## src/hdl/led_panel_pkg.sv

```systemverilog
// --------------------------------------------------------------------------
// panel geometry, address and pixel types, scan position and pixel pair
// structs, sequencer state encoding
// --------------------------------------------------------------------------
`default_nettype none

package led_panel_pkg;

    localparam int panel_width       = 64;
    localparam int panel_half_height = 16;
    localparam int fetch_cycles      = 3;

    typedef logic [5:0]  col_addr_t;
    typedef logic [3:0]  row_addr_t;
    // row in the upper bits, column in the lower bits
    typedef logic [9:0]  mem_addr_t;
    // rgb565: red 15..11, green 10..5, blue 4..0
    typedef logic [15:0] pixel_t;
    // bottom pixel high, top pixel low
    typedef logic [31:0] ram_word_t;
    // red, green, blue msb first
    typedef logic [2:0]  rgb_bits_t;

    typedef struct packed {
        pixel_t bottom;
        pixel_t top;
    } pixel_pair_t;

    typedef struct packed {
        row_addr_t row;
        col_addr_t col;
    } scan_pos_t;

    typedef enum logic [1:0] {
        idle,
        slot,
        frame_end
    } seq_state_t;

endpackage

`default_nettype wire

```

## src/hdl/framebuffer_fetch.sv

```systemverilog
// --------------------------------------------------------------------------
// framebuffer fetch: ram address, fetch timer and pixel pair capture
// --------------------------------------------------------------------------
`timescale 1ns/1ps
`default_nettype none

module framebuffer_fetch (
    input  logic                       clk_in,
    input  logic                       reset,
    input  led_panel_pkg::scan_pos_t   scan_pos,
    input  logic                       load_start,
    input  led_panel_pkg::ram_word_t   ram_data,
    output led_panel_pkg::mem_addr_t   ram_address,
    output logic                       ram_clk_enable,
    output led_panel_pkg::pixel_pair_t pixels
);
    import led_panel_pkg::*;

    localparam int timer_width = $clog2(fetch_cycles + 1);
    // read data is registered one cycle after load, so grab it on the next count
    localparam logic [timer_width-1:0] capture_count = timer_width'(fetch_cycles - 1);

    logic [timer_width-1:0] fetch_count;

    assign ram_address = {scan_pos.row, scan_pos.col};

    timeout #(
        .counter_width(timer_width)
    ) fetch_timer (
        .clk_in (clk_in),
        .reset  (reset),
        .start  (load_start),
        .value  (timer_width'(fetch_cycles)),
        .counter(fetch_count),
        .running(ram_clk_enable)
    );

    always_ff @(posedge clk_in) begin
        if (reset) begin
            pixels <= '0;
        end else if (fetch_count == capture_count) begin
            pixels.top    <= ram_data[15:0];
            pixels.bottom <= ram_data[31:16];
        end
    end

endmodule

`default_nettype wire

```

## src/hdl/timeout.sv

```systemverilog
// --------------------------------------------------------------------------
// down-counting timer, loaded on start, running while nonzero
// --------------------------------------------------------------------------
`timescale 1ns/1ps
`default_nettype none

module timeout #(
    parameter int counter_width = 2
) (
    input  logic                     clk_in,
    input  logic                     reset,
    input  logic                     start,
    input  logic [counter_width-1:0] value,
    output logic [counter_width-1:0] counter,
    output logic                     running
);

    assign running = (counter != '0);

    always_ff @(posedge clk_in) begin
        if (reset) begin
            counter <= '0;
        end else if (start) begin
            counter <= value;
        end else if (running) begin
            // stops at zero until the next start
            counter <= counter - counter_width'(1);
        end
    end

endmodule

`default_nettype wire

```

## config.mk

```make
export PLATFORM = sky130hd
export DESIGN_NAME = framebuffer_fetch
export DESIGN_NICKNAME = d
export VERILOG_FILES = /design/src/hdl/led_panel_pkg.sv /design/src/hdl/framebuffer_fetch.sv /design/src/hdl/timeout.sv
export SDC_FILE = /design/constraint.sdc
export NUM_CORES = 1
export LEC_CHECK = 0
export ABC_AREA = 1
export ABC_CLOCK_PERIOD_IN_PS = 1500
export BUFFER_PORTS_ARGS = -buffer_cell sky130_fd_sc_hd__buf_2
export CORE_ASPECT_RATIO = 2
export CORE_MARGIN = 2
export CORE_UTILIZATION = 40
export CTS_CLUSTER_DIAMETER = 120
export DETAILED_ROUTE_END_ITERATION = 6
export PLACE_DENSITY_LB_ADDON = 0.25
export SYNTH_ARGS = -nofsm -noshare
export SYNTH_HDL_FRONTEND = slang
export SYNTH_SLANG_ARGS = --single-unit
```

## constraint.sdc

```tcl
create_clock -name clk_in -period 1.5 [get_ports clk_in]
set_input_delay 0 -clock clk_in [delete_from_list [all_inputs] [get_ports clk_in]]
set_output_delay 0 -clock clk_in [all_outputs]
set_load 0.01 [all_outputs]
```

==> results.toml <==
[floorplan]
initial_utilization_pct = 41.74
die_area_um2 = 3796
die_w_um = 44.58
io_pins = 88
core_area_um2 = 3157
row_count = 29
die_h_um = 85.16

[place]
hpwl_um = 2194
pre_cts_slack_ns = 0.2920
dpl_cell_area_um2 = 1583
place.gp.congestion = 0.7217
port_buffers = 67

[sta]
max_slew_margin_pct = 78.88
grt_setup_unrepaired = "false"
finalCriticalPeriod_ns = 1.216
setup_viol = 0
fin_tns_setup_ns = 0
worst_pin_slew_ns = 0.3165
finalHoldViolCount = 0
setup_slack_ns = 0.2837
fmax_ghz = 0.8221
fin_crit_sh_pct = 81.09
slew_violations = 0
finClkSkew_ns = 0.004352

[synthesis]
synth_mux_area_share_pct = 0
synth_top_family_by_area = "simple AND/OR/NAND/NOR gates"
synth_simple_gate_area_share_pct = 20.89
syn_area_um2 = 1318
synth_xor_area_share_pct = 0
ys_seq_elements = 34
avgSynthCellArea_um2 = 7.842
synth_fa_ha_area_share_pct = 1.899
synth-compound-area-share_pct = 12.16
syn_nets = 215
synthCells = 168
ys_warn_count = 0
synth_seq_area_share_pct = 51.66
synth.distinct_cells = 12

[setup_path]
r2r_cells = 5
crit_path_end_kind = "flop"
cp_max_fo = 18
criticalPathCategory = "reg2reg"
critPathLaunchType = "flop"
critPathRequiredTime_ns = 1.67
crit_arrival_ns = 1.39

[clocking]
clock-sinks = 34
cts_tree = "done"
insertion_delay_ns = 0.28
htree_num_levels = 2
numCtsBuffers = 5
cts_setup_buffers = 0
cts-root-buf = "clkbuf_8"
path_clk_slew_ns = 0.06
clockBufferDepth = 2

[pwr]
max-vdd-ir-drop_v = 0.0008436
p_leak_nw = 1.055
power.total_mw = 2.093
p_per_area_nw_per_um2 = 1051

[cells_and_area]
nNetsFinal = 308
fill_cells = 279
drive_above_1_share_pct = 30.65
antennaDiodeCount = 0
final-seq-area_um2 = 680.7
multi_input_comb_area_um2 = 460.4
area_growth_pct = 51.19
fin_area_um2 = 1992

[drt]
drtPass1Iterations = 4
remaining_drc_errors = 0
drt_iter0_markers = 26
post_drt_wl_per_cell_um = 11.80
routed_wirelength_um = 3446
antenna_left = 0
num_vias = 1370
avgViaCountPerCell = 4.692

[global_route]
grt_max_degree = 22
grt-busiest-layer = "met2"
antenna_found_initial = 0
grt_pass1_wl_um = 5623
grt_pass1_vias = 1290
overflow = 0
gr-usage-met3_pct = 4.894
grt.total_usage_pct = 19.96
use_met2_pct = 36.63
use_met1_pct = 19.52

[outcome]
status = "finished clean"

[hold_path]
hold_path_depth = 0
hold_class = "in2out"

[job]
maxCapViolCount = 0
[registers in the layout (all words and copies together) (netlist names)]
register and flops:
pixels 32, fetch_timer.counter 2
[critical path: stages, from the launching register on]
cell and delay [ns]:
dfxtp_1 0.35, inv_1 0.07, ha_1 0.23, buf_4 0.20
o21ai_0 0.19, nor2_1 0.07
[path summary, 6_finish.rpt]
kind,slack [ns],end,start
worst max-delay path,0.28,pixels[20]$_SDFFE_PP0N_,fetch_timer.counter[0]$_SDFFE_PP0P_
worst min-delay path,0.000003,ram_address[2],scan_pos[2]
worst max register to register,0.28,pixels[20]$_SDFFE_PP0N_,fetch_timer.counter[0]$_SDFFE_PP0P_
worst min register to register,0.49,pixels[6]$_SDFFE_PP0N_,pixels[6]$_SDFFE_PP0N_
[what timing repair did]
action | in CTS | in global routing
endpoints found under the hold margin | 33 | 0
endpoints found under the setup margin | 0 | 0
hold buffers | 33 | 0
resized for setup | 0 | 0
[cells in the mapped netlist]
| master | instances | area [um^2] |
|---|---|---|
| inv_1 | 7 | 26.28 |
| buf_4 | 10 | 75.07 |
| clkbuf_2 | 3 | 15.01 |
| ha_1 | 2 | 25.02 |
| nor2_1 | 67 | 251.5 |
| o21ai_0 | 32 | 160.2 |
| inv_2 | 1 | 3.750 |
| dfxtp_1 | 34 | 680.7 |
| clkbuf_4 | 3 | 22.52 |
| buf_6 | 3 | 33.78 |
| nand2_1 | 5 | 18.77 |
| nand3_1 | 1 | 5.000 |
[power breakdown]
part           switching (mW)  leakage [nW]  internal [mW]
registers              0.0435         0.281          0.995
logic                   0.227         0.730          0.215
clock network           0.302        0.0438          0.311
total                   0.573          1.05           1.52
[kinds of logic after synthesis]
logic type	count (synthesis)
compound gates	32
flops	34
simple gates	73
fa+ha+maj	2
buf+inv	27
[cell usage in the layout (no fill, tap or decap)]
master         instances
buf_2                 67
nand3_1                1
buf_4                  5
inv_1                  7
inv_2                  1
nor2_1                67
o21ai_0               32
clkinv_2               2
dfxtp_1               34
clkbuf_8               5
ha_1                   2
nand2_1                5
dlygate4sd3_1         33
[area by class of cell]
cell class              count  area share [%]
flip-flops and latches     34           34.17
clock buffers               5           3.455
well taps                  31           1.947
multi-input cells         107           23.12
repair buffers            105           35.30
clock inverters             2          0.5025
inverters                   8           1.508
[through the flow]
stage          utilization, %  hold slack, ns  std cells
2_1_floorplan               -         0.07238        168
3_3_place_gp            50.14      0.00006862        252
3_5_place_dp            50.14      0.00006862        252
4_1_cts                 63.10      0.00006862        292
5_1_grt                 63.10      0.00002158        292
6_report                63.10     0.000003421        292
[metal layers]
| metal | vias up | wire (um) |
|---|---|---|
| met5 | - | 0 |
| met3 | 6 | 219 |
| met1 | 615 | 1299 |
| met2 | 53 | 1863 |
| li1 | 696 | - |
| met4 | 0 | 64 |
No activity file was read; power rests on OpenSTA's default activity.
