### src/hdl/led_panel_pkg.sv
// --------------------------------------------------------------------------
// panel geometry, address and pixel types, scan position and pixel pair
// structs, sequencer state encoding
// --------------------------------------------------------------------------
`default_nettype none

package led_panel_pkg;

    localparam int panel_width       = 64;
    localparam int panel_half_height = 16;
    localparam int fetch_cycles      = 3;

    typedef logic [5:0]  col_addr_t;
    typedef logic [3:0]  row_addr_t;
    // row in the upper bits, column in the lower bits
    typedef logic [9:0]  mem_addr_t;
    // rgb565: red 15..11, green 10..5, blue 4..0
    typedef logic [15:0] pixel_t;
    // bottom pixel high, top pixel low
    typedef logic [31:0] ram_word_t;
    // red, green, blue msb first
    typedef logic [2:0]  rgb_bits_t;

    typedef struct packed {
        pixel_t bottom;
        pixel_t top;
    } pixel_pair_t;

    typedef struct packed {
        row_addr_t row;
        col_addr_t col;
    } scan_pos_t;

    typedef enum logic [1:0] {
        idle,
        slot,
        frame_end
    } seq_state_t;

endpackage

`default_nettype wire

### src/hdl/hub75_shifter.sv
// --------------------------------------------------------------------------
// hub75 output side: colour pins, panel clock, latch, output enable,
// row address and frame done
// --------------------------------------------------------------------------
`timescale 1ns/1ps
`default_nettype none

module hub75_shifter (
    input  logic                       clk_in,
    input  logic                       reset,
    input  led_panel_pkg::pixel_pair_t pixels,
    input  logic                       pixel_strobe,
    input  logic                       row_end,
    input  logic                       frame_busy,
    input  led_panel_pkg::row_addr_t   scan_row,
    output led_panel_pkg::rgb_bits_t   rgb_top,
    output led_panel_pkg::rgb_bits_t   rgb_bottom,
    output logic                       panel_clk,
    output logic                       latch,
    output logic                       oe_n,
    output led_panel_pkg::row_addr_t   row_out,
    output logic                       frame_done
);
    import led_panel_pkg::*;

    localparam row_addr_t last_row = row_addr_t'(panel_half_height - 1);

    logic      shift_pending;
    logic [1:0] latch_delay;
    logic      latch_fire;
    // row that was just shifted, held until its latch
    row_addr_t row_pending;

    // msb of each colour channel only
    function automatic rgb_bits_t msb_bits(input pixel_t p);
        return {p[15], p[10], p[4]};
    endfunction

    assign latch_fire = (latch_delay == 2'd1);

    always_ff @(posedge clk_in) begin
        if (reset) begin
            rgb_top       <= '0;
            rgb_bottom    <= '0;
            shift_pending <= 1'b0;
            panel_clk     <= 1'b0;
            latch_delay   <= 2'd0;
            row_pending   <= '0;
            latch         <= 1'b0;
            oe_n          <= 1'b1;
            row_out       <= '0;
            frame_done    <= 1'b0;
        end else begin
            // data first with clock low, then one cycle of clock high
            shift_pending <= pixel_strobe;
            panel_clk     <= shift_pending;
            if (pixel_strobe) begin
                rgb_top    <= msb_bits(pixels.top);
                rgb_bottom <= msb_bits(pixels.bottom);
            end
            if (row_end) begin
                latch_delay <= 2'd3;
                row_pending <= scan_row;
            end else if (latch_delay != 2'd0) begin
                latch_delay <= latch_delay - 2'd1;
            end
            latch <= latch_fire;
            if (latch_fire) begin
                row_out <= row_pending;
            end
            // blank outside a frame and while latching
            oe_n       <= !frame_busy || latch_fire;
            frame_done <= latch && (row_out == last_row);
        end
    end

endmodule

`default_nettype wire

### config.mk
export PLATFORM = sky130hd
export DESIGN_NAME = hub75_shifter
export DESIGN_NICKNAME = d
export VERILOG_FILES = /design/src/hdl/led_panel_pkg.sv /design/src/hdl/hub75_shifter.sv
export SDC_FILE = /design/constraint.sdc
export NUM_CORES = 1
export LEC_CHECK = 0
export BUFFER_PORTS_ARGS = -buffer_cell sky130_fd_sc_hd__buf_2
export CORE_MARGIN = 8
export CORE_UTILIZATION = 41
export DETAILED_ROUTE_END_ITERATION = 10
export PLACE_DENSITY = 0.92
export SLEW_MARGIN = 20
export SYNTH_ARGS = -nofsm -noshare
export SYNTH_HDL_FRONTEND = slang
export SYNTH_SLANG_ARGS = --single-unit
### constraint.sdc
create_clock -name clk_in -period 3.74 [get_ports clk_in]
set_clock_uncertainty 0.1 [all_clocks]
set_input_delay 0.748 -clock clk_in [delete_from_list [all_inputs] [get_ports clk_in]]
set_output_delay 0.748 -clock clk_in [all_outputs]
set_load 0.02 [all_outputs]
==> metrics.txt, run 1 <==
status complete, no violations; post-layout minimum cycle time roughly 1.7 ns; hold buffer count at CTS 0; Mapped Cells about 70; Num CTS Buffers 3; final instance area about 920 sq um; initial antenna violation count 0; RSZ-0062 raised after global routing no; CTS clk-pin slew, worst paths ~0.1 ns; r2r startpoint latch_delay[0]; DP Worst Slack between 2 and 2.5 ns; slew margin rel. 76.86%; crit-path max FO 2; Rows 15; Fillers roughly 170; vias 567; Setup violations, final 0; area of the core between 0.0015 and 0.002 sq mm; global-route wire length before repair 2470 microns; Post-CTS Resized 0; P_leak ~0.46 nW; post-route setup TNS 0 ns; Initial DRC Count 6; H-tree depth 1; Worst Setup SP rgb_bottom[0]; Seq/Total Area, Yosys between 50% and 60%; Setup Buffers After CTS 0; Post-Layout Cell Count 121; die area about 0.0035 sq mm; Post-Syn Nets between 100 and 150; vias in the first global route 556; Post-Place Cell Area between 800 and 900 sq um; Mapped Area 755.7 sq um; Hold Slack 0.3497 ns; kind of cell adding the most delay to the critical path flip-flops; crit path launch type flop; Worst Path Arrival approximately 0.85 ns; GRT overflow 0; Ports between 50 and 60; max_cap viols 0; clk_lat worst skew 0.29 ns; Yosys reg bits 21; die height approximately 59 microns; area of the multi-input gates between 200 and 300 sq um; Avg Cell Area, Syn approximately 11 sq um; CP Buf/Inv Count 1; clk sinks 21; Root Driver clkbuf_4; routability cong. approximately 0.70; DP HPWL around 1300 microns; Setup crit end kind primary output; Die W just under 60 microns; WL/cell 13.31 microns; detailed-route vias per instance 4.686; Bufs on Longest Clock Path 2; DRT antenna net count 0; Cell Pwr Density about 440 mW/mm^2; Worst Hold Class reg -> reg; Min-Delay Startpoint shift_pending; final worst slack between 2 and 2.5 ns; router iterations before antenna repair 4; Slowest-stage cell, CP dfxtp_1; IO Port Bufs 28; CP required just under 3 ns; Initial Util a little over two fifths; Routed WL around 1600 microns; CTS tree yes; largest net degree at the start of global routing 22; Yosys cell types 15; fmax roughly 590 MHz; share of layout cells above drive strength 1 roughly a third; slowest stage delay, CP between 0.3 and 0.4 ns; Cells after DPL between 100 and 150; Area Growth Syn to Fin 22.19%; crit path cell chain buf_2; Final Hold Violating Endpoints 0; Total GRT Usage under 10%; Tcrit/Tclk final between 40% and 50%; n_diodes 0; WS Path Type reg -> out; fin nets 140; DRC Markers 0; Worst Tran Pin Value 0.3471 ns; VDD IR-drop max slightly above 0.3 mV; Syn. warnings 0; Slew Limit Fails 0; register area approximately 420 sq um
[path summary, 6_finish.rpt]
| kind | to | slack (ns) | depth (start not counted) |
|---|---|---|---|
| min | panel_clk | 0.35 | 1 |
| max | rgb_bottom[0] | 2.04 | 1 |
| max reg2reg | row_out[0] | 2.42 | 3 |
| min reg2reg | panel_clk | 0.35 | 1 |
[layout make-up]
class                      count  area share (%)
tap                           25           3.388
clock buffer                   4           2.846
timing repair buffer          28           15.18
inverter                       2          0.8130
sequential                    21           45.53
multi-input combinational     41           32.25
[placed cells by master (no fill, tap or decap), types with 2 or more instances in the layout]
master    netlist  final
buf_2           3     28
dfxtp_1        21     21
nor2_1         16     16
mux2i_1        15     15
clkbuf_4        0      3
inv_1           2      2
nor2b_1         2      2
ha_1            2      2
[state kept, by name (all words and copies together) (netlist names)]
signal,cells
latch,1
rgb_top,3
shift_pending,1
row_pending,4
row_out,4
frame_done,1
latch_delay,2
panel_clk,1
rgb_bottom,3
oe_n,1
[synthesized netlist by cell type]
cell       n  area share, %
buf_2      3            2.0
buf_6      1            1.5
clkbuf_1   1           0.50
dfxtp_1   21             56
ha_1       2            3.3
inv_1      2           0.99
mux2i_1   15             20
nand4_1    1           0.83
nor2_1    16            7.9
nor2b_1    2            1.7
nor2b_2    1            1.2
nor3b_1    1           0.99
o21ba_2    1            1.3
or3b_1     1            1.2
xnor2_1    1            1.2
[power by group]
part           internal (mW)  switching (mW)  total (mW)  leakage, nW
combinational         0.0287          0.0345      0.0633        0.271
sequential             0.237         0.00652       0.243        0.173
clock                 0.0415          0.0596       0.101       0.0150
total                  0.307           0.101       0.408        0.459
[through the flow]
| step | util, % | total power, mW |
|---|---|---|
| 3_3_place_gp | 51.96 | 0.3074 |
| 4_1_cts | 53.48 | 0.4140 |
| 2_1_floorplan | - | 0.2936 |
| 3_5_place_dp | 51.96 | 0.3120 |
| 6_report | 53.48 | 0.4075 |
| 5_1_grt | 53.48 | 0.4310 |
[metal layers]
layer | vias to the layer above | share of wire, % | track usage [%]
li1 | 279 | - | -
met1 | 264 | 37 | 9.500
met2 | 18 | 52 | 15.89
met3 | 6 | 7.3 | 4.783
met4 | 0 | 3.5 | 4.437
met5 | - | 0 | 0
[cells by family (layout without fill, tap and decap cells)]
logic type                 Yosys count  after routing  share of synthesized area (%)
DFF                                 21             21                          55.63
xor gates and xnor gates             1              1                          1.159
adders and majority gates            2              2                          3.311
buffers and inverters                7             34                          4.966
and+or+nand+nor                     22             22                          13.74
muxes                               15             15                          19.87
AOI/OAI and AO/OA                    1              1                          1.325
No activity file was read; power rests on OpenSTA's default activity.
==> run 2, diff against run 1 <==
--- a/config.mk
+++ b/config.mk
@@ -7,9 +7,9 @@
 export LEC_CHECK = 0
 export BUFFER_PORTS_ARGS = -buffer_cell sky130_fd_sc_hd__buf_2
 export CORE_MARGIN = 8
-export CORE_UTILIZATION = 41
+export CORE_UTILIZATION = 35
 export DETAILED_ROUTE_END_ITERATION = 10
-export PLACE_DENSITY = 0.92
+export PLACE_DENSITY = 0.85
 export SLEW_MARGIN = 20
 export SYNTH_ARGS = -nofsm -noshare
 export SYNTH_HDL_FRONTEND = slang
==> constraint.sdc (replaced) <==
create_clock -name clk_in -period 1.5 [get_ports clk_in]
set_clock_uncertainty 0.1 [all_clocks]
set_input_delay 0.3 -clock clk_in [delete_from_list [all_inputs] [get_ports clk_in]]
set_output_delay 0.3 -clock clk_in [all_outputs]
set_load 0.02 [all_outputs]
==> run 2 against run 1 <==
Against the previous run: final cell count is 2.5% higher; die area is 12% higher; largest power group unchanged; utilization down 9.9 points; global-route usage decreased by 1.5 points; sequential power increased by 150%; highest routed layer is now met3.
==> metrics.txt, run 2 (same netlist as run 1, synthesis figures left out) <==
status complete, no violations; initial antenna violation count 0; VDD IR-drop max between 0.4 and 0.5 mV; final instance area 927.1 sq um; die area 0.003902 sq mm; commonest cells after routing, fill and taps aside buf_2, dfxtp_1, nor2_1; WL/cell 12.35 microns; CP required around 1.6 ns; P_leak roughly 0.46 nW; fmax a little under 800 MHz; Ports 55; Worst Path Arrival between 1 and 1.5 ns; Post-Place Cell Area 900.9 sq um; post-layout minimum cycle time between 1 and 1.5 ns; Worst Tran Pin Value around 0.36 ns; clk_lat worst skew between 0.2 and 0.3 ns; overall power about 1 mW; GRT overflow 0; routability cong. slightly below 0.7; clk sinks 21; Worst Hold Class in -> reg; DP HPWL 1207 microns; Slew Limit Fails 0; Bufs on Longest Clock Path 2; slowest stage delay, CP between 0.3 and 0.4 ns; RSZ-0062 raised after global routing no; H-tree depth 1; Final Hold Violating Endpoints 0; Setup crit end kind flop; detailed-route vias per instance 4.266; Tcrit/Tclk final 83.96%; die height approximately 62 microns; Slowest-stage cell, CP or3b_1; crit path launch type flop; fin nets 140; most common cell after layout, fill and taps aside buf_2; CTS tree yes; crit path cell chain inv_1 -> ha_1 -> or3b_1; post-route setup TNS 0 ns; Routed WL around 1500 microns; R2R setup slack between 0.2 and 0.25 ns; fin util a little over two fifths; Hold Slack about 0.14 ns; global-route wire length before repair between 2000 and 3000 microns; DRT antenna net count 0; Root Driver clkbuf_4; Initial DRC Count 11; vias in the first global route 580; Largest regs row_out (4), row_pending (4); crit-path max FO 6; largest net degree at the start of global routing 22; IO Port Bufs 28; Initial Util a little over a third; vias about 530; Die W 62.47 microns; hold buffer count at CTS 0; DRC Markers 0; Setup Buffers After CTS 0; Rows 17; router iterations before antenna repair 4; n_diodes 0; slew margin rel. about three quarters; Post-CTS Resized 0; Total GRT Usage under 10%; area of the core between 0.002 and 0.0025 sq mm; share of layout cells above drive strength 1 34.38%; Setup violations, final 0; CTS clk-pin slew, worst paths about 0.11 ns; Fillers around 220; Reg2Reg Depth 3; max_cap viols 0; Num CTS Buffers 3; WS Path Type reg -> reg; Cell Pwr Density 1102 mW/mm^2; Area Growth Syn to Fin 22.68%; Hold Crit Depth 3
## run 2: cell counts in the layout (fill, tap and decap cells not counted)
Identical to the previous run, type by type.
## run 2: area by class of cell
type | count | area, sq um | share of cell area, %
clock buffers | 4 | 26.28 | 2.834
multi-input cells | 41 | 297.8 | 32.12
well taps | 28 | 35.03 | 3.779
flip-flops and latches | 21 | 420.4 | 45.34
inverters | 2 | 7.507 | 0.8097
repair buffers | 28 | 140.1 | 15.11
## run 2: where the power goes
part           switching [mW]  internal (mW)  total [mW]
Sequential             0.0155          0.590       0.606
Combinational          0.0835         0.0718       0.155
Clock                   0.157          0.103       0.260
Total                   0.256          0.765        1.02
## run 2: critical path: cells and delay by family (launching register included)
kind / cells / cell delay, ns
and+or+nand+nor: 1 / 0.39
DFF: 1 / 0.33
buffers and inverters: 1 / 0.06
adders and majority gates: 1 / 0.28
## run 2: metal layers
| layer | GRT usage, % | share of wire (%) | vias up |
|---|---|---|---|
| li1 | - | - | 276 |
| met2 | 13.20 | 51 | 12 |
| met5 | 0 | 0 | - |
| met3 | 2.151 | 5.0 | 0 |
| met4 | 5.128 | 0 | 0 |
| met1 | 8.723 | 44 | 241 |
## run 2: path summary, 6_finish.rpt
| kind | from | endpoint |
|---|---|---|
| max | latch_delay[1] | oe_n |
| min | scan_row[0] | row_pending[0] |
| max reg2reg | latch_delay[1] | oe_n |
| min reg2reg | shift_pending | panel_clk |
## run 2: through the flow
step,setup WS [ns],cells
detailed placement,0.2376,120
CTS,0.2267,124
floorplan,0.2824,69
global route,0.1323,124
global placement,0.2620,120
finish,0.2406,124
==> run 3, diff against run 2 <==
==> constraint.sdc (replaced) <==
create_clock -name clk_in -period 1.1 [get_ports clk_in]
set_clock_uncertainty 0.1 [all_clocks]
set_input_delay 0.22 -clock clk_in [delete_from_list [all_inputs] [get_ports clk_in]]
set_output_delay 0.22 -clock clk_in [all_outputs]
set_load 0.02 [all_outputs]
==> run 3 against run 2 <==
Against the previous run: the flow now finishes with violations (setup timing); final cell count is 5.6% higher; combinational power grew 87%; setup slack got worse by 0.28 ns; critical path depth did not move; sequential share of layout area is 5.8 points lower; global-route usage up 1.3 points; power grew 46%; sequential power rose by 39%.
==> metrics.txt, run 3 (same netlist as run 1, synthesis figures left out) <==
status finished, violations left; failing checks setup timing; max_cap viols 0; P_leak slightly above 0.5 nW; slew margin rel. roughly 90%; Combinational Power Share between 10% and 20%; n_diodes 0; WL/cell around 14 microns; VDD IR-drop max 0.6986 mV; hold buffer count at CTS 0; Area Growth Syn to Fin 47.35%; Initial Util between 30 and 40%; area of the multi-input gates about 320 sq um; RSZ-0062 raised after global routing yes; Net Switching 377.3 uW; Fillers approximately 190; detailed-route vias per instance 4.481; DRT antenna net count 0; register area 440.4 sq um; Die W about 62 microns; clk sinks 21; H-tree depth 1; CTS tree yes; Num CTS Buffers 3; CP required ~1.2 ns; Flop pwr share between 50% and 60%; CTS clk-pin slew, worst paths ~0.1 ns; cell-internal power ~1.1 mW; DRC Markers 0; die area between 0.003 and 0.004 sq mm; DP HPWL about 1300 microns; switching share of power 25.35%; GRT overflow 0; routability cong. ~0.68; initial antenna violation count 0; IO Port Bufs 28; Root Driver clkbuf_4; Worst Tran Pin Value about 0.18 ns; fin util approximately 52%; vias about 590; post-layout minimum cycle time 1.137 ns; largest net degree at the start of global routing 13; router iterations before antenna repair 4; fmax 879.4 MHz; Clk pwr share 23.7%; Bufs on Longest Clock Path 2; Worst Path Arrival 1.22 ns; share of layout cells above drive strength 1 56.31%; WS Path Type reg -> reg; clk_lat worst skew around 0.30 ns; Rows 17; Ports 55; Worst Hold Class in -> reg; Largest regs row_out (4), row_pending (4); Final Hold Violating Endpoints 0; Tcrit/Tclk final 103.4%; crit-path max FO 6; fin nets approximately 150; most common cell after layout, fill and taps aside nor2_1; die height about 62 microns; vias in the first global route slightly below 600; Slew Limit Fails 0; Setup violations, final 4; area of the core between 0.002 and 0.0025 sq mm; Routed WL 1848 microns; Total GRT Usage under 10%; Initial DRC Count 12; Cell Pwr Density roughly 1300 mW/mm^2; final worst slack -0.03712 ns; commonest cells after routing, fill and taps aside nor2_1, mux2i_1, buf_2; DP Worst Slack -0.07677 ns; global-route wire length before repair about 2800 microns; Setup crit end kind flop; crit path launch type flop
[run 3: changes by cell type in the layout (fill, tap and decap cells not counted), sizes merged]
| cell | previous run | this run |
|---|---|---|
| buf | 28 | 35 |
[run 3: what timing repair did]
action                                  4_1_cts  5_1_grt
endpoints found under the setup margin       16       19
cloned                                        0        0
pin swaps                                     1        1
endpoints found under the hold margin         0        0
resized for setup                            38        7
setup buffers                                 2        2
[run 3: layer usage]
metal	global-route usage, %	routed length (microns)
met3	2.867	91
met2	15.01	904
met5	0	0
met4	8.832	108
met1	9.129	744
[run 3: cell type report]
type                    count  area share [%]
clock buffers               4           2.360
flip-flops and latches     21           39.55
repair buffers             35           24.83
inverters                   2           1.124
well taps                  28           3.146
multi-input cells          41           28.99
[run 3: worst paths after layout]
path                                      from   endpoint  slack (ns)  cells past startpoint
worst max-delay path            latch_delay[1]       oe_n       -0.04                      3
worst min register to register   shift_pending  panel_clk        0.34                      1
worst max register to register  latch_delay[1]       oe_n       -0.04                      3
worst min-delay path                     reset       oe_n        0.05                      2
[run 3: critical path, cell delays in order, from the launching register on]
cell and delay (ns):
dfxtp_2 0.35, inv_4 0.05, ha_4 0.18, or3b_1 0.34
[run 3: per-stage QoR]
stage / hold WS [ns] / std cells / TNS (ns) / cell area [sq um] / power (mW)
after floorplan: 0.2242 / 69 / -0.08140 / 770.7 / 1.007
after global placement: 0.3227 / 123 / -0.02162 / 938.4 / 1.070
after detailed placement: 0.3264 / 123 / -0.1048 / 938.4 / 1.083
after CTS: 0.03898 / 129 / -0.1348 / 1077 / 1.481
after global routing: 0.05331 / 131 / -0.3787 / 1114 / 1.561
final: 0.04614 / 131 / -0.07757 / 1114 / 1.488
[run 3: power by group through the flow]
stage                     logic, mW  clock network [mW]  registers, mW
after CTS                     0.275               0.365          0.841
final                         0.290               0.353          0.845
after global placement        0.225                   0          0.845
after global routing          0.314               0.397          0.850
after detailed placement      0.234                   0          0.849
after floorplan               0.130                   0          0.877
