### src/hdl/led_panel_pkg.sv
// --------------------------------------------------------------------------
// panel geometry, address and pixel types, scan position and pixel pair
// structs, sequencer state encoding
// --------------------------------------------------------------------------
`default_nettype none

package led_panel_pkg;

    localparam int panel_width       = 64;
    localparam int panel_half_height = 16;
    localparam int fetch_cycles      = 3;

    typedef logic [5:0]  col_addr_t;
    typedef logic [3:0]  row_addr_t;
    // row in the upper bits, column in the lower bits
    typedef logic [9:0]  mem_addr_t;
    // rgb565: red 15..11, green 10..5, blue 4..0
    typedef logic [15:0] pixel_t;
    // bottom pixel high, top pixel low
    typedef logic [31:0] ram_word_t;
    // red, green, blue msb first
    typedef logic [2:0]  rgb_bits_t;

    typedef struct packed {
        pixel_t bottom;
        pixel_t top;
    } pixel_pair_t;

    typedef struct packed {
        row_addr_t row;
        col_addr_t col;
    } scan_pos_t;

    typedef enum logic [1:0] {
        idle,
        slot,
        frame_end
    } seq_state_t;

endpackage

`default_nettype wire

### src/hdl/scan_sequencer.sv
// --------------------------------------------------------------------------
// scan sequencer: walks row pairs and columns in four-cycle pixel slots
// --------------------------------------------------------------------------
`timescale 1ns/1ps
`default_nettype none

module scan_sequencer (
    input  logic                    clk_in,
    input  logic                    reset,
    input  logic                    frame_start,
    output led_panel_pkg::scan_pos_t scan_pos,
    output logic                    load_start,
    output logic                    pixel_strobe,
    output logic                    row_end,
    output logic                    frame_busy
);
    import led_panel_pkg::*;

    localparam col_addr_t last_col = col_addr_t'(panel_width - 1);
    localparam row_addr_t last_row = row_addr_t'(panel_half_height - 1);

    seq_state_t state;
    logic [1:0] slot_cnt;
    // one dead cycle between rows
    logic       row_gap;
    logic       slot_active;

    assign slot_active  = (state == slot) && !row_gap;
    assign load_start   = slot_active && (slot_cnt == 2'd0);
    assign pixel_strobe = slot_active && (slot_cnt == 2'd3);
    assign row_end      = pixel_strobe && (scan_pos.col == last_col);
    assign frame_busy   = (state != idle);

    always_ff @(posedge clk_in) begin
        if (reset) begin
            state    <= idle;
            slot_cnt <= 2'd0;
            row_gap  <= 1'b0;
            scan_pos <= '0;
        end else begin
            case (state)
                idle: begin
                    // start strobes are only taken here
                    if (frame_start) begin
                        state    <= slot;
                        slot_cnt <= 2'd0;
                        row_gap  <= 1'b0;
                        scan_pos <= '0;
                    end
                end
                slot: begin
                    if (row_gap) begin
                        row_gap <= 1'b0;
                    end else begin
                        slot_cnt <= slot_cnt + 2'd1;
                        if (slot_cnt == 2'd3) begin
                            if (scan_pos.col == last_col) begin
                                scan_pos.col <= '0;
                                if (scan_pos.row == last_row) begin
                                    // frame_end doubles as the last row gap
                                    state <= frame_end;
                                end else begin
                                    scan_pos.row <= scan_pos.row + row_addr_t'(1);
                                    row_gap      <= 1'b1;
                                end
                            end else begin
                                scan_pos.col <= scan_pos.col + col_addr_t'(1);
                            end
                        end
                    end
                end
                frame_end: begin
                    state <= idle;
                end
                default: begin
                    state <= idle;
                end
            endcase
        end
    end

endmodule

`default_nettype wire

### config.mk
export PLATFORM = sky130hd
export DESIGN_NAME = scan_sequencer
export DESIGN_NICKNAME = d
export VERILOG_FILES = /design/src/hdl/led_panel_pkg.sv /design/src/hdl/scan_sequencer.sv
export SDC_FILE = /design/constraint.sdc
export NUM_CORES = 1
export LEC_CHECK = 0
export BUFFER_PORTS_ARGS = -buffer_cell sky130_fd_sc_hd__buf_2
export CAP_MARGIN = 15
export CORE_AREA = 4 4 43 45
export DETAILED_ROUTE_END_ITERATION = 8
export DIE_AREA = 0 0 47 49
export GPL_TIMING_DRIVEN = 0
export PLACE_DENSITY = 0.8
export SETUP_SLACK_MARGIN = 0.5
export SLEW_MARGIN = 15
export SYNTH_ARGS = -nofsm -noshare
export SYNTH_HDL_FRONTEND = slang
export SYNTH_SLANG_ARGS = --single-unit
### constraint.sdc
create_clock -name clk_in -period 4 [get_ports clk_in]
set_input_delay 0.8 -clock clk_in [delete_from_list [all_inputs] [get_ports clk_in]]
set_output_delay 0.8 -clock clk_in [all_outputs]
set_load 0.1 [all_outputs]
==> impl_metrics.csv, run 1 <==
group,metric,value,unit
timing,final_number_of_max_transition_violations,0,
synth,synth-edff-count,0,
route,detailedRoute.firstPassIterationCount,4,
placed_design,port_buffers,16,
timing,unrepaired_setup_endpoints_after_global_routing,"no",
pwr,power.leakage,0.385,nW
die,ioPinCount,17,
die,std_cell_rows,14,
run_status,outcome,"finished clean",
layout,diodes,0,
global_route,first_global_vias,684,
synth,synth_xor_xnor_area_share,5.57,%
cts,count_of_clock_tree_sinks,15,
global_route,antenna_found_initial,0,
setup_path,reg2reg_slack,2270,ps
route,drcViolationCount,0,
setup_path,worst-setup-path-type,"reg2out",
timing,worst-slew-pin-transition,514,ps
synth,main_combinational_cell_family_by_area_after_synthesis,"simple AND/OR/NAND/NOR gates",
die,chipWidth,47,µm
route,ant_nets,0,
synth,yosys_synthesis_warning_count,0,
die,floorplan.initialDensity,53.4,%
synth,simple_gate_area_share_of_the_yosys_netlist,31.2,%
placed_design,dpl-instance-area,886,µm²
cts,postCtsResizedCells,0,
route,detail_route.iter0.violations,31,
route,postRouteWirelength,1670,µm
synth,synth_fa_ha_area_share,6.37,%
synth,asyncSetResetFlopFracSynth,0,%
synth,synthesis.area,786,µm²
pwr,combinational_fraction_of_design_power,18.5,%
synth,ys_ff_latch,15,
layout,finalInstanceArea,913,µm²
setup_path,setup.worst_path.end_class,"primary output",
timing,finalSetupTns,0,ps
timing,achievable-frequency,0.377,GHz
die,core_area,1470,µm²
synth,synth_top_cell_by_area,"sky130_fd_sc_hd__dfxtp_1",
pwr,power_frac_seq,52.3,%
cts,cts_max_path_buffers,2,
global_route,grt_pass1_wl,2820,µm
synth,synth.net_count,98,
global_route,gr-usage-all-layers,16.3,%
pwr,swShare,32.4,%
global_route,grt_max_degree,11,
setup_path,worstSetupStartpointType,"register",
timing,clock_skew,4.88,ps
pwr,max_vdd_drop,0.193,mV
synth,mux_cell_area_share_after_synthesis,0,%
synth,synth_sequential_area_ratio,38.2,%
timing,finalHoldViolCount,0,
timing,period_share,66.3,%
cts,cts_tree,"done",
cts,cts-htree-levels,1,
synth,post-synth-top-area-fraction,38.2,%
setup_path,cp_data_arrival_time,1850,ps
route,vias,747,
synth,ys_flop_type,"sky130_fd_sc_hd__dfxtp_1",
layout,drive_gt1_share,23.4,%
pwr,cellInternalPower,0.202,mW
layout,design.final.nets,119,
global_route,global_route_total_overflow,0,
synth,synthesis.area_per_instance,8.63,µm²
cts,cts-buffers-inserted,3,
cts,postCtsSetupRepairBufs,0,
timing,final-setup-viol-count,0,
cts,clkLatencyLatePin,290,ps
setup_path,worst_ep_required_time,3200,ps
cts,cts-hold-fix-buffers,0,
synth,post_synth_most_frequent_cells,"sky130_fd_sc_hd__dfxtp_1 (15), sky130_fd_sc_hd__nand3_1 (9), sky130_fd_sc_hd__nor2_1 (9)",
route,drt-wirelength-per-cell,13.2,µm
synth,synthTopCellsByArea,"sky130_fd_sc_hd__dfxtp_1 (38%), sky130_fd_sc_hd__ha_1 (6.4%), sky130_fd_sc_hd__nand3_1 (5.7%)",
layout,area.growth.synth_to_final,16.2,%
cts,clk_transition_reported_paths,90,ps
die,die_height,49,µm
timing,layout_min_cycle_time,2650,ps
synth,postSynthCellCount,91,
pwr,p_switching,0.0971,mW
min_path,holdCritPathClass,"reg2reg",
layout,fill_cells,131,
die,fp.dieArea,2300,µm²
pwr,pwr-share-clk,29.2,%
route,avgViaCountPerCell,5.88,
synth,synth-compound-area-share,16.1,%
placed_design,dpl.hpwl,1240,µm
timing,max_slew_margin,65.6,%
synth,synthMostInstantiatedCell,"sky130_fd_sc_hd__dfxtp_1",
synth,ys_types,35,
pwr,cellPowerDensity,328,nW/µm²
placed_design,gpl.final_weighted_congestion,0.775,
job,max_cap_viol_count,0,
setup_path,critPathMaxFanout,5,
cts,cts.root.buffer_cell,"sky130_fd_sc_hd__clkbuf_4",
==> flip-flops by register name, indices dropped and copies added (netlist names) <==
signal    cells
scan_pos     10
slot_cnt      2
state         2
row_gap       1
==> per-stage QoR <==
| stage | hold WS, ps | worst slack (ps) | cells | power, mW | util [%] |
|---|---|---|---|---|---|
| 3_3_place_gp | 478 | 1690 | 123 | 0.215 | 60.2 |
| 4_1_cts | 506 | 1350 | 127 | 0.302 | 62.1 |
| 5_1_grt | 534 | 1220 | 127 | 0.316 | 62.1 |
| 6_report | 500 | 1350 | 127 | 0.300 | 62.1 |
| 2_1_floorplan | 479 | 858 | 91 | 0.205 | - |
| 3_5_place_dp | 491 | 1680 | 123 | 0.215 | 60.2 |
==> area by class of cell <==
type                            count  area [µm²]  share of cell area [%]
Clock inverter                      1        5.00                   0.548
Timing Repair Buffer               16        80.1                    8.77
Buffer                              2        8.76                   0.959
Inverter                            3        11.3                    1.23
Tap cell                           16        20.0                    2.19
Multi-Input combinational cell     71         465                    51.0
Sequential cell                    15         300                    32.9
Clock buffer                        3        22.5                    2.47
==> power groups by stage <==
stage | Sequential, mW | Combinational (mW) | Clock, mW
2_1_floorplan | 0.170 | 0.0354 | 0
3_3_place_gp | 0.160 | 0.0546 | 0
3_5_place_dp | 0.160 | 0.0552 | 0
4_1_cts | 0.157 | 0.0555 | 0.0899
5_1_grt | 0.157 | 0.0596 | 0.0991
6_report | 0.157 | 0.0553 | 0.0876
==> kinds of logic (layout without fill, tap and decap cells) <==
logic type,after synthesis,count (layout)
AOI/OAI and AO/OA,19,19
adders and majority gates,4,4
and+or+nand+nor,43,43
buffers and inverters,5,25
DFF,15,15
xor gates and xnor gates,5,5
==> worst paths after layout <==
path | start | end | depth (start not counted)
max | slot_cnt[0]$_SDFFE_PP0P_ | row_end | 5
min | scan_pos[1]$_SDFFE_PP0P_ | scan_pos[1]$_SDFFE_PP0P_ | 2
max reg2reg | slot_cnt[0]$_SDFFE_PP0P_ | scan_pos[5]$_SDFFE_PP0P_ | 6
min reg2reg | scan_pos[1]$_SDFFE_PP0P_ | scan_pos[1]$_SDFFE_PP0P_ | 2
==> layout by cell type (no fill, tap or decap), types with 2 or more instances in the layout <==
cell type	Yosys	routed
sky130_fd_sc_hd__a21oi_1	7	7
sky130_fd_sc_hd__a31oi_1	2	2
sky130_fd_sc_hd__and3_1	2	2
sky130_fd_sc_hd__buf_2	1	17
sky130_fd_sc_hd__clkbuf_4	0	3
sky130_fd_sc_hd__dfxtp_1	15	15
sky130_fd_sc_hd__ha_1	4	4
sky130_fd_sc_hd__inv_1	2	2
sky130_fd_sc_hd__nand2_1	3	3
sky130_fd_sc_hd__nand3_1	9	9
sky130_fd_sc_hd__nand4_1	2	2
sky130_fd_sc_hd__nor2_1	9	9
sky130_fd_sc_hd__nor3_1	5	5
sky130_fd_sc_hd__nor3b_1	2	2
sky130_fd_sc_hd__o211ai_1	4	4
sky130_fd_sc_hd__xnor2_1	3	3
sky130_fd_sc_hd__xor2_1	2	2
==> per-layer routing <==
layer	routed length, µm	track usage, %	part of all wire, %
met4	35	9.22	2.1
met3	86	3.32	5.1
met1	798	21.8	48
met5	0	0	0
met2	752	23.5	45
==> critical path, stage by stage (launching register included) <==
cell and delay, ps:
sky130_fd_sc_hd__dfxtp_1 380, sky130_fd_sc_hd__ha_1 180, sky130_fd_sc_hd__nand4bb_1 240, sky130_fd_sc_hd__inv_2 160
sky130_fd_sc_hd__and3_1 160, sky130_fd_sc_hd__buf_2 420
No activity file was read; power rests on OpenSTA's default activity.
==> inputs of run 2 (changes only) <==
Settings changed: CORE_AREA 4 4 43 45 to 4 4 45 47, DIE_AREA 0 0 47 49 to 0 0 49 51, PLACE_DENSITY 0.8 to 0.74.
Clock period 4 ns to 2.8 ns, I/O delays scaled along.
==> run 2 against run 1 <==
Effect of this change:
- wire length grew 3.2%
- worst hold slack worse by 13 ps
- design area increased by 2.2%
==> impl_metrics.csv, run 2 (synthesized netlist as in run 1, its figures left out) <==
group,metric,value,unit
route,postRouteWirelength,1730,µm
timing,final.hold.worst_slack,487,ps
setup_path,worstSetupStartpointType,"register",
cts,postCtsSetupRepairBufs,0,
pwr,combinational_fraction_of_design_power,18.5,%
layout,biggestRegsByFlops,"scan_pos (10), slot_cnt (2), state (2)",
placed_design,gpl.final_weighted_congestion,0.771,
global_route,gr-usage-all-layers,14.6,%
setup_path,critPathMaxFanout,5,
layout,layout.core_utilization,56.5,%
global_route,antenna_found_initial,0,
timing,unrepaired_setup_endpoints_after_global_routing,"yes",
timing,period_share,79.4,%
cts,clk_transition_reported_paths,100,ps
cts,cts.root.buffer_cell,"sky130_fd_sc_hd__clkbuf_4",
min_path,hold_path_end,"scan_pos[1]$_SDFFE_PP0P_",
cts,count_of_clock_tree_sinks,15,
placed_design,dpl-instance-area,898,µm²
timing,finalHoldViolCount,0,
placed_design,port_buffers,16,
timing,finalSetupTns,0,ps
layout,top_register,"scan_pos",
placed_design,preCtsSetupSlack,701,ps
die,std_cell_rows,15,
global_route,grt_pass1_wl,2980,µm
placed_design,dpl.hpwl,1260,µm
cts,clkLatencyLatePin,280,ps
timing,final-setup-viol-count,0,
pwr,pwr-share-clk,29.5,%
layout,fill_cells,160,
timing,max_slew_margin,65.5,%
timing,achievable-frequency,0.450,GHz
placed_design,place_inst,124,
route,drt-wirelength-per-cell,13.5,µm
cts,cts_max_path_buffers,2,
route,detailedRoute.firstPassIterationCount,4,
timing,setup_ws,576,ps
cts,cts-htree-levels,1,
setup_path,worst_ep_required_time,2240,ps
timing,layout_min_cycle_time,2220,ps
die,core_area,1650,µm²
cts,cts-hold-fix-buffers,0,
run_status,outcome,"finished clean",
layout,design.final.nets,119,
setup_path,setup.worst_path.end_class,"primary output",
cts,cts_tree,"done",
pwr,power_frac_seq,52.1,%
die,chipWidth,49,µm
layout,area.growth.synth_to_final,18.8,%
layout,final_cell_mix,"sky130_fd_sc_hd__buf_2 (15), sky130_fd_sc_hd__dfxtp_1 (10), sky130_fd_sc_hd__nor2_1 (9), sky130_fd_sc_hd__nand3_1 (9), sky130_fd_sc_hd__a21oi_1 (7)",
pwr,cellPowerDensity,461,nW/µm²
setup_path,worst-setup-path-type,"reg2out",
layout,drive_gt1_share,27.9,%
layout,final-instance-count-excl-fill,128,
pwr,design_power_total,0.430,mW
setup_path,worst_reg_to_reg_path_cell_count,6,
route,vias,765,
min_path,hold_depth,2,
route,avgViaCountPerCell,5.98,
pwr,cellInternalPower,0.292,mW
layout,flip_flop_count_of_the_largest_register_after_layout,10,
route,ant_nets,0,
route,detail_route.iter0.violations,13,
die,fp.dieArea,2500,µm²
pwr,swShare,32.2,%
setup_path,critical_path.reg2reg.endpoint,"scan_pos[1]$_SDFFE_PP0P_",
die,die_height,51,µm
timing,clock_skew,7.95,ps
setup_path,cp_data_arrival_time,1660,ps
global_route,grt_max_degree,11,
pwr,max_vdd_drop,0.337,mV
pwr,power.leakage,0.383,nW
global_route,first_global_vias,701,
layout,diodes,0,
setup_path,rr_startpoint,"slot_cnt[0]$_SDFFE_PP0P_",
die,floorplan.initialDensity,47.6,%
pwr,p_switching,0.138,mW
cts,cts-buffers-inserted,3,
timing,final_number_of_max_transition_violations,0,
job,max_cap_viol_count,0,
min_path,worst_hold_startpoint,"scan_pos[1]$_SDFFE_PP0P_",
global_route,global_route_total_overflow,0,
layout,finalInstanceArea,933,µm²
setup_path,reg2reg_slack,1150,ps
timing,worst-slew-pin-transition,516,ps
layout,layout_commonest_cell,"sky130_fd_sc_hd__buf_2",
route,drcViolationCount,0,
die,ioPinCount,17,
min_path,holdCritPathClass,"reg2reg",
run 2: changes by cell type in the layout (fill, tap and decap cells not counted):
cell / before / now
sky130_fd_sc_hd__and3_4: 0 / 1
sky130_fd_sc_hd__buf_6: 0 / 1
sky130_fd_sc_hd__and3_1: 2 / 1
sky130_fd_sc_hd__clkinv_2: 1 / 0
sky130_fd_sc_hd__dfxtp_1: 15 / 10
sky130_fd_sc_hd__buf_2: 17 / 15
sky130_fd_sc_hd__clkbuf_1: 1 / 2
sky130_fd_sc_hd__clkbuf_4: 3 / 4
sky130_fd_sc_hd__dfxtp_2: 0 / 5
run 2: critical path, stage by stage, from the launching register on:
cell,delay (ps)
sky130_fd_sc_hd__dfxtp_1,380
sky130_fd_sc_hd__ha_1,180
sky130_fd_sc_hd__nand4bb_1,240
sky130_fd_sc_hd__inv_2,170
sky130_fd_sc_hd__and3_4,200
sky130_fd_sc_hd__buf_6,220
run 2: layout make-up:
cell class / instances / area [µm²] / share of cell area (%)
inverter: 3 / 11.3 / 1.21
timing repair buffer: 16 / 88.8 / 9.52
buffer: 2 / 8.76 / 0.938
tap: 17 / 21.3 / 2.28
sequential: 15 / 307 / 32.8
multi-input combinational: 71 / 470 / 50.4
clock buffer: 4 / 26.3 / 2.82
run 2: worst max path at each step:
| stage | from | cells after the start | slack, ps | end |
|---|---|---|---|---|
| after floorplan | slot_cnt[0]$_SDFFE_PP0P_ | 4 | 600 | row_end |
| after global placement | slot_cnt[0]$_SDFFE_PP0P_ | 5 | 700 | row_end |
| after detailed placement | slot_cnt[0]$_SDFFE_PP0P_ | 5 | 700 | row_end |
| after CTS | slot_cnt[0]$_SDFFE_PP0P_ | 5 | 520 | row_end |
| after global routing | slot_cnt[0]$_SDFFE_PP0P_ | 5 | 450 | row_end |
| final | slot_cnt[0]$_SDFFE_PP0P_ | 5 | 580 | row_end |
run 2: power by group through the flow:
stage	logic [mW]	clock network [mW]	registers, mW
2_1_floorplan	0.0506	0	0.243
3_3_place_gp	0.0787	0	0.229
3_5_place_dp	0.0798	0	0.229
4_1_cts	0.0798	0.127	0.224
5_1_grt	0.0851	0.140	0.225
6_report	0.0793	0.127	0.224
run 2: metal layers:
layer	vias to the layer above	global-route usage, %	share of wire (%)
li1	374	-	-
met1	374	18.4	47
met2	15	25.2	49
met3	2	2.62	3.5
met4	0	4.04	0.87
met5	-	0	0
run 2: what timing repair did:
action | 4_1_cts | 5_1_grt
cloned | 0 | 0
gates resized for setup | 1 | 2
endpoints found under the setup margin | 1 | 2
==> inputs of run 3 (changes only) <==
Settings changed: ABC_AREA set to 1, CORE_AREA 4 4 45 47 to 4 4 54 46, DIE_AREA 0 0 49 51 to 0 0 58 50, PLACE_DENSITY 0.74 to 0.72.
Clock period 2.8 ns to 2 ns, I/O delays scaled along.
==> run 3 against run 2 <==
Effect of this change:
- non-clock buffer count rose by 11
- flip-flop and latch count stayed put
- largest power group is now combinational cells
- combinational power grew to 6.4 times the previous value
- highest routed layer unchanged
- critical path depth stayed put
- clock skew is 7.0 ps lower
- sequential share of layout area is 8.2 points lower
- sequential power rose by 52%
- final cell count rose by 38%
==> impl_metrics.csv, run 3 <==
group,metric,value,unit
run_status,outcome,"finished clean",
cts,cts_max_path_buffers,2,
route,ant_nets,0,
layout,final-instance-count-excl-fill,177,
timing,final-setup-viol-count,0,
layout,drive_gt1_share,50.3,%
global_route,antenna_found_initial,0,
min_path,holdCritPathClass,"in2reg",
die,std_cell_rows,14,
synth,synthesis.area,876,µm²
timing,final.hold.worst_slack,358,ps
pwr,pwr-share-clk,17.1,%
setup_path,reg2reg_slack,480,ps
cts,clk_transition_reported_paths,90,ps
layout,top_register,"scan_pos",
setup_path,cp_data_arrival_time,1420,ps
cts,count_of_clock_tree_sinks,15,
die,core_area,1890,µm²
setup_path,worst_ep_required_time,1600,ps
route,detail_route.iter0.violations,37,
synth,synth-edff-count,0,
setup_path,worstSetupStartpointType,"register",
setup_path,setup.worst_path.end_class,"primary output",
synth,yosys_synthesis_warning_count,0,
global_route,global_route_total_overflow,0,
route,detailedRoute.firstPassIterationCount,4,
pwr,design_power_total,1.02,mW
timing,unrepaired_setup_endpoints_after_global_routing,"yes",
die,fp.dieArea,2900,µm²
die,die_height,50,µm
placed_design,place_inst,160,
pwr,p_switching,0.456,mW
global_route,gr-usage-all-layers,16.2,%
synth,synthMostInstantiatedCell,"sky130_fd_sc_hd__nand2_1",
synth,asyncSetResetFlopFracSynth,0,%
die,floorplan.initialDensity,46.3,%
cts,cts-hold-fix-buffers,0,
layout,design.final.nets,161,
synth,postSynthCellCount,120,
synth,ys_types,23,
layout,diodes,0,
setup_path,critPathMaxFanout,4,
global_route,grt_pass1_wl,3660,µm
setup_path,rr_startpoint,"state[1]$_SDFFE_PP0P_",
die,ioPinCount,17,
timing,final_number_of_max_transition_violations,0,
pwr,cellPowerDensity,747,nW/µm²
placed_design,port_buffers,16,
cts,cts-buffers-inserted,3,
min_path,worst_hold_startpoint,"reset",
synth,synth_sequential_area_ratio,34.3,%
global_route,grt_max_degree,9,
route,postRouteWirelength,2510,µm
timing,clock_skew,0.999,ps
pwr,power_frac_seq,33.3,%
layout,final_cell_mix,"sky130_fd_sc_hd__inv_1 (14), sky130_fd_sc_hd__nand2_1 (13), sky130_fd_sc_hd__buf_4 (13), sky130_fd_sc_hd__nor2_1 (11), sky130_fd_sc_hd__nand3_1 (11)",
timing,period_share,90.9,%
layout,biggestRegsByFlops,"scan_pos (10), slot_cnt (2), state (2)",
pwr,max_vdd_drop,0.833,mV
global_route,first_global_vias,808,
timing,achievable-frequency,0.550,GHz
timing,setup_ws,181,ps
synth,post-synth-top-area-fraction,34.3,%
placed_design,dpl.hpwl,1460,µm
die,chipWidth,58,µm
pwr,swShare,44.5,%
synth,synthesis.area_per_instance,7.30,µm²
synth,synth_top_cell_by_area,"sky130_fd_sc_hd__dfxtp_1",
timing,max_slew_margin,67.7,%
pwr,cellInternalPower,0.568,mW
layout,flip_flop_count_of_the_largest_register_after_layout,10,
cts,cts-htree-levels,1,
synth,ys_ff_latch,15,
pwr,power.leakage,0.609,nW
setup_path,launching_instance_or_port_of_the_critical_path,"state[1]$_SDFFE_PP0P_",
synth,post_synth_most_frequent_cells,"sky130_fd_sc_hd__nand2_1 (18), sky130_fd_sc_hd__inv_1 (17), sky130_fd_sc_hd__dfxtp_1 (15)",
layout,layout_commonest_cell,"sky130_fd_sc_hd__inv_1",
pwr,combinational_fraction_of_design_power,49.6,%
timing,layout_min_cycle_time,1820,ps
job,max_cap_viol_count,0,
route,drcViolationCount,0,
timing,worst-slew-pin-transition,487,ps
cts,cts.root.buffer_cell,"sky130_fd_sc_hd__clkbuf_4",
synth,synthTopCellsByArea,"sky130_fd_sc_hd__dfxtp_1 (34%), sky130_fd_sc_hd__nand2_1 (7.7%), sky130_fd_sc_hd__nand3_1 (7.4%)",
timing,finalHoldViolCount,0,
cts,cts_tree,"done",
placed_design,gpl.final_weighted_congestion,0.737,
layout,area.growth.synth_to_final,56.4,%
setup_path,worst-setup-path-type,"reg2out",
route,avgViaCountPerCell,5.35,
cts,clkLatencyLatePin,280,ps
placed_design,preCtsSetupSlack,257,ps
synth,synth.net_count,127,
route,vias,947,
synth,ys_flop_type,"sky130_fd_sc_hd__dfxtp_1",
route,drt-wirelength-per-cell,14.2,µm
-- run 3: cell types whose count changed after synthesis, sizes merged, moves of 3 or more --
cell,previous run,this run
nand2,4,25
o211ai,4,0
o21ai,1,10
nor2,9,18
inv,3,18
nand3,9,13
nor3,5,2
a21oi,7,10
-- run 3: worst paths after layout --
kind | cells after the start | to
setup / recovery | 5 | row_end
hold / removal | 2 | scan_pos[8]$_SDFFE_PP0P_
setup reg to reg | 9 | slot_cnt[0]$_SDFFE_PP0P_
hold reg to reg | 2 | scan_pos[9]$_SDFFE_PP0P_
-- run 3: per-layer routing --
metal	up-vias	GRT usage [%]	wire length [µm]
met3	4	4.70	133
met4	0	3.47	25
met5	-	0	0
met2	29	27.1	1290
li1	454	-	-
met1	460	20.5	1060
-- run 3: cells by family (layout without fill, tap and decap cells) --
group,after synthesis,after routing,synth area share [%]
XOR/XNOR,2,2,2.00
flip-flops,15,15,34.3
AO/OA/AOI/OAI,20,20,12.3
AND/OR/NAND/NOR,61,61,38.0
buffers and inverters,18,51,7.71
adder cells (fa/ha/maj),4,4,5.71
-- run 3: cell type report --
| class | count | area, µm² |
|---|---|---|
| Clock buffer | 4 | 26.3 |
| Tap cell | 24 | 30.0 |
| Timing Repair Buffer | 29 | 269 |
| Multi-Input combinational cell | 87 | 639 |
| Inverter | 18 | 67.6 |
| Sequential cell | 15 | 338 |
| Fill cell | 133 | 522 |
-- run 3: metrics by stage --
| step | instance area [µm²] | utilization, % | setup TNS (ps) |
|---|---|---|---|
| after floorplan | 972 | - | -158 |
| after global placement | 1080 | 57.2 | 0 |
| after detailed placement | 1080 | 57.2 | 0 |
| after CTS | 1260 | 66.8 | 0 |
| after global routing | 1370 | 72.4 | 0 |
| final | 1370 | 72.4 | 0 |
-- run 3: what timing repair did --
item,in CTS,in global routing
pin swaps,9,13
endpoints found under the hold margin,0,0
resized for setup,22,24
endpoints found under the setup margin,10,20
buffers inserted,10,3
-- run 3: critical path, stage by stage (launching register included) --
cell and delay (ps):
sky130_fd_sc_hd__dfxtp_2 330, sky130_fd_sc_hd__inv_2 70, sky130_fd_sc_hd__nand2_4 50, sky130_fd_sc_hd__or2_4 270, sky130_fd_sc_hd__nor3_4 210, sky130_fd_sc_hd__buf_12 200
-- run 3: power by group through the flow --
stage               clock network (mW)  logic [mW]  registers (mW)
global route                     0.191       0.542           0.344
floorplan                            0       0.227           0.431
global placement                     0       0.356           0.352
CTS                              0.182       0.442           0.341
detailed placement                   0       0.360           0.353
finish                           0.175       0.508           0.341
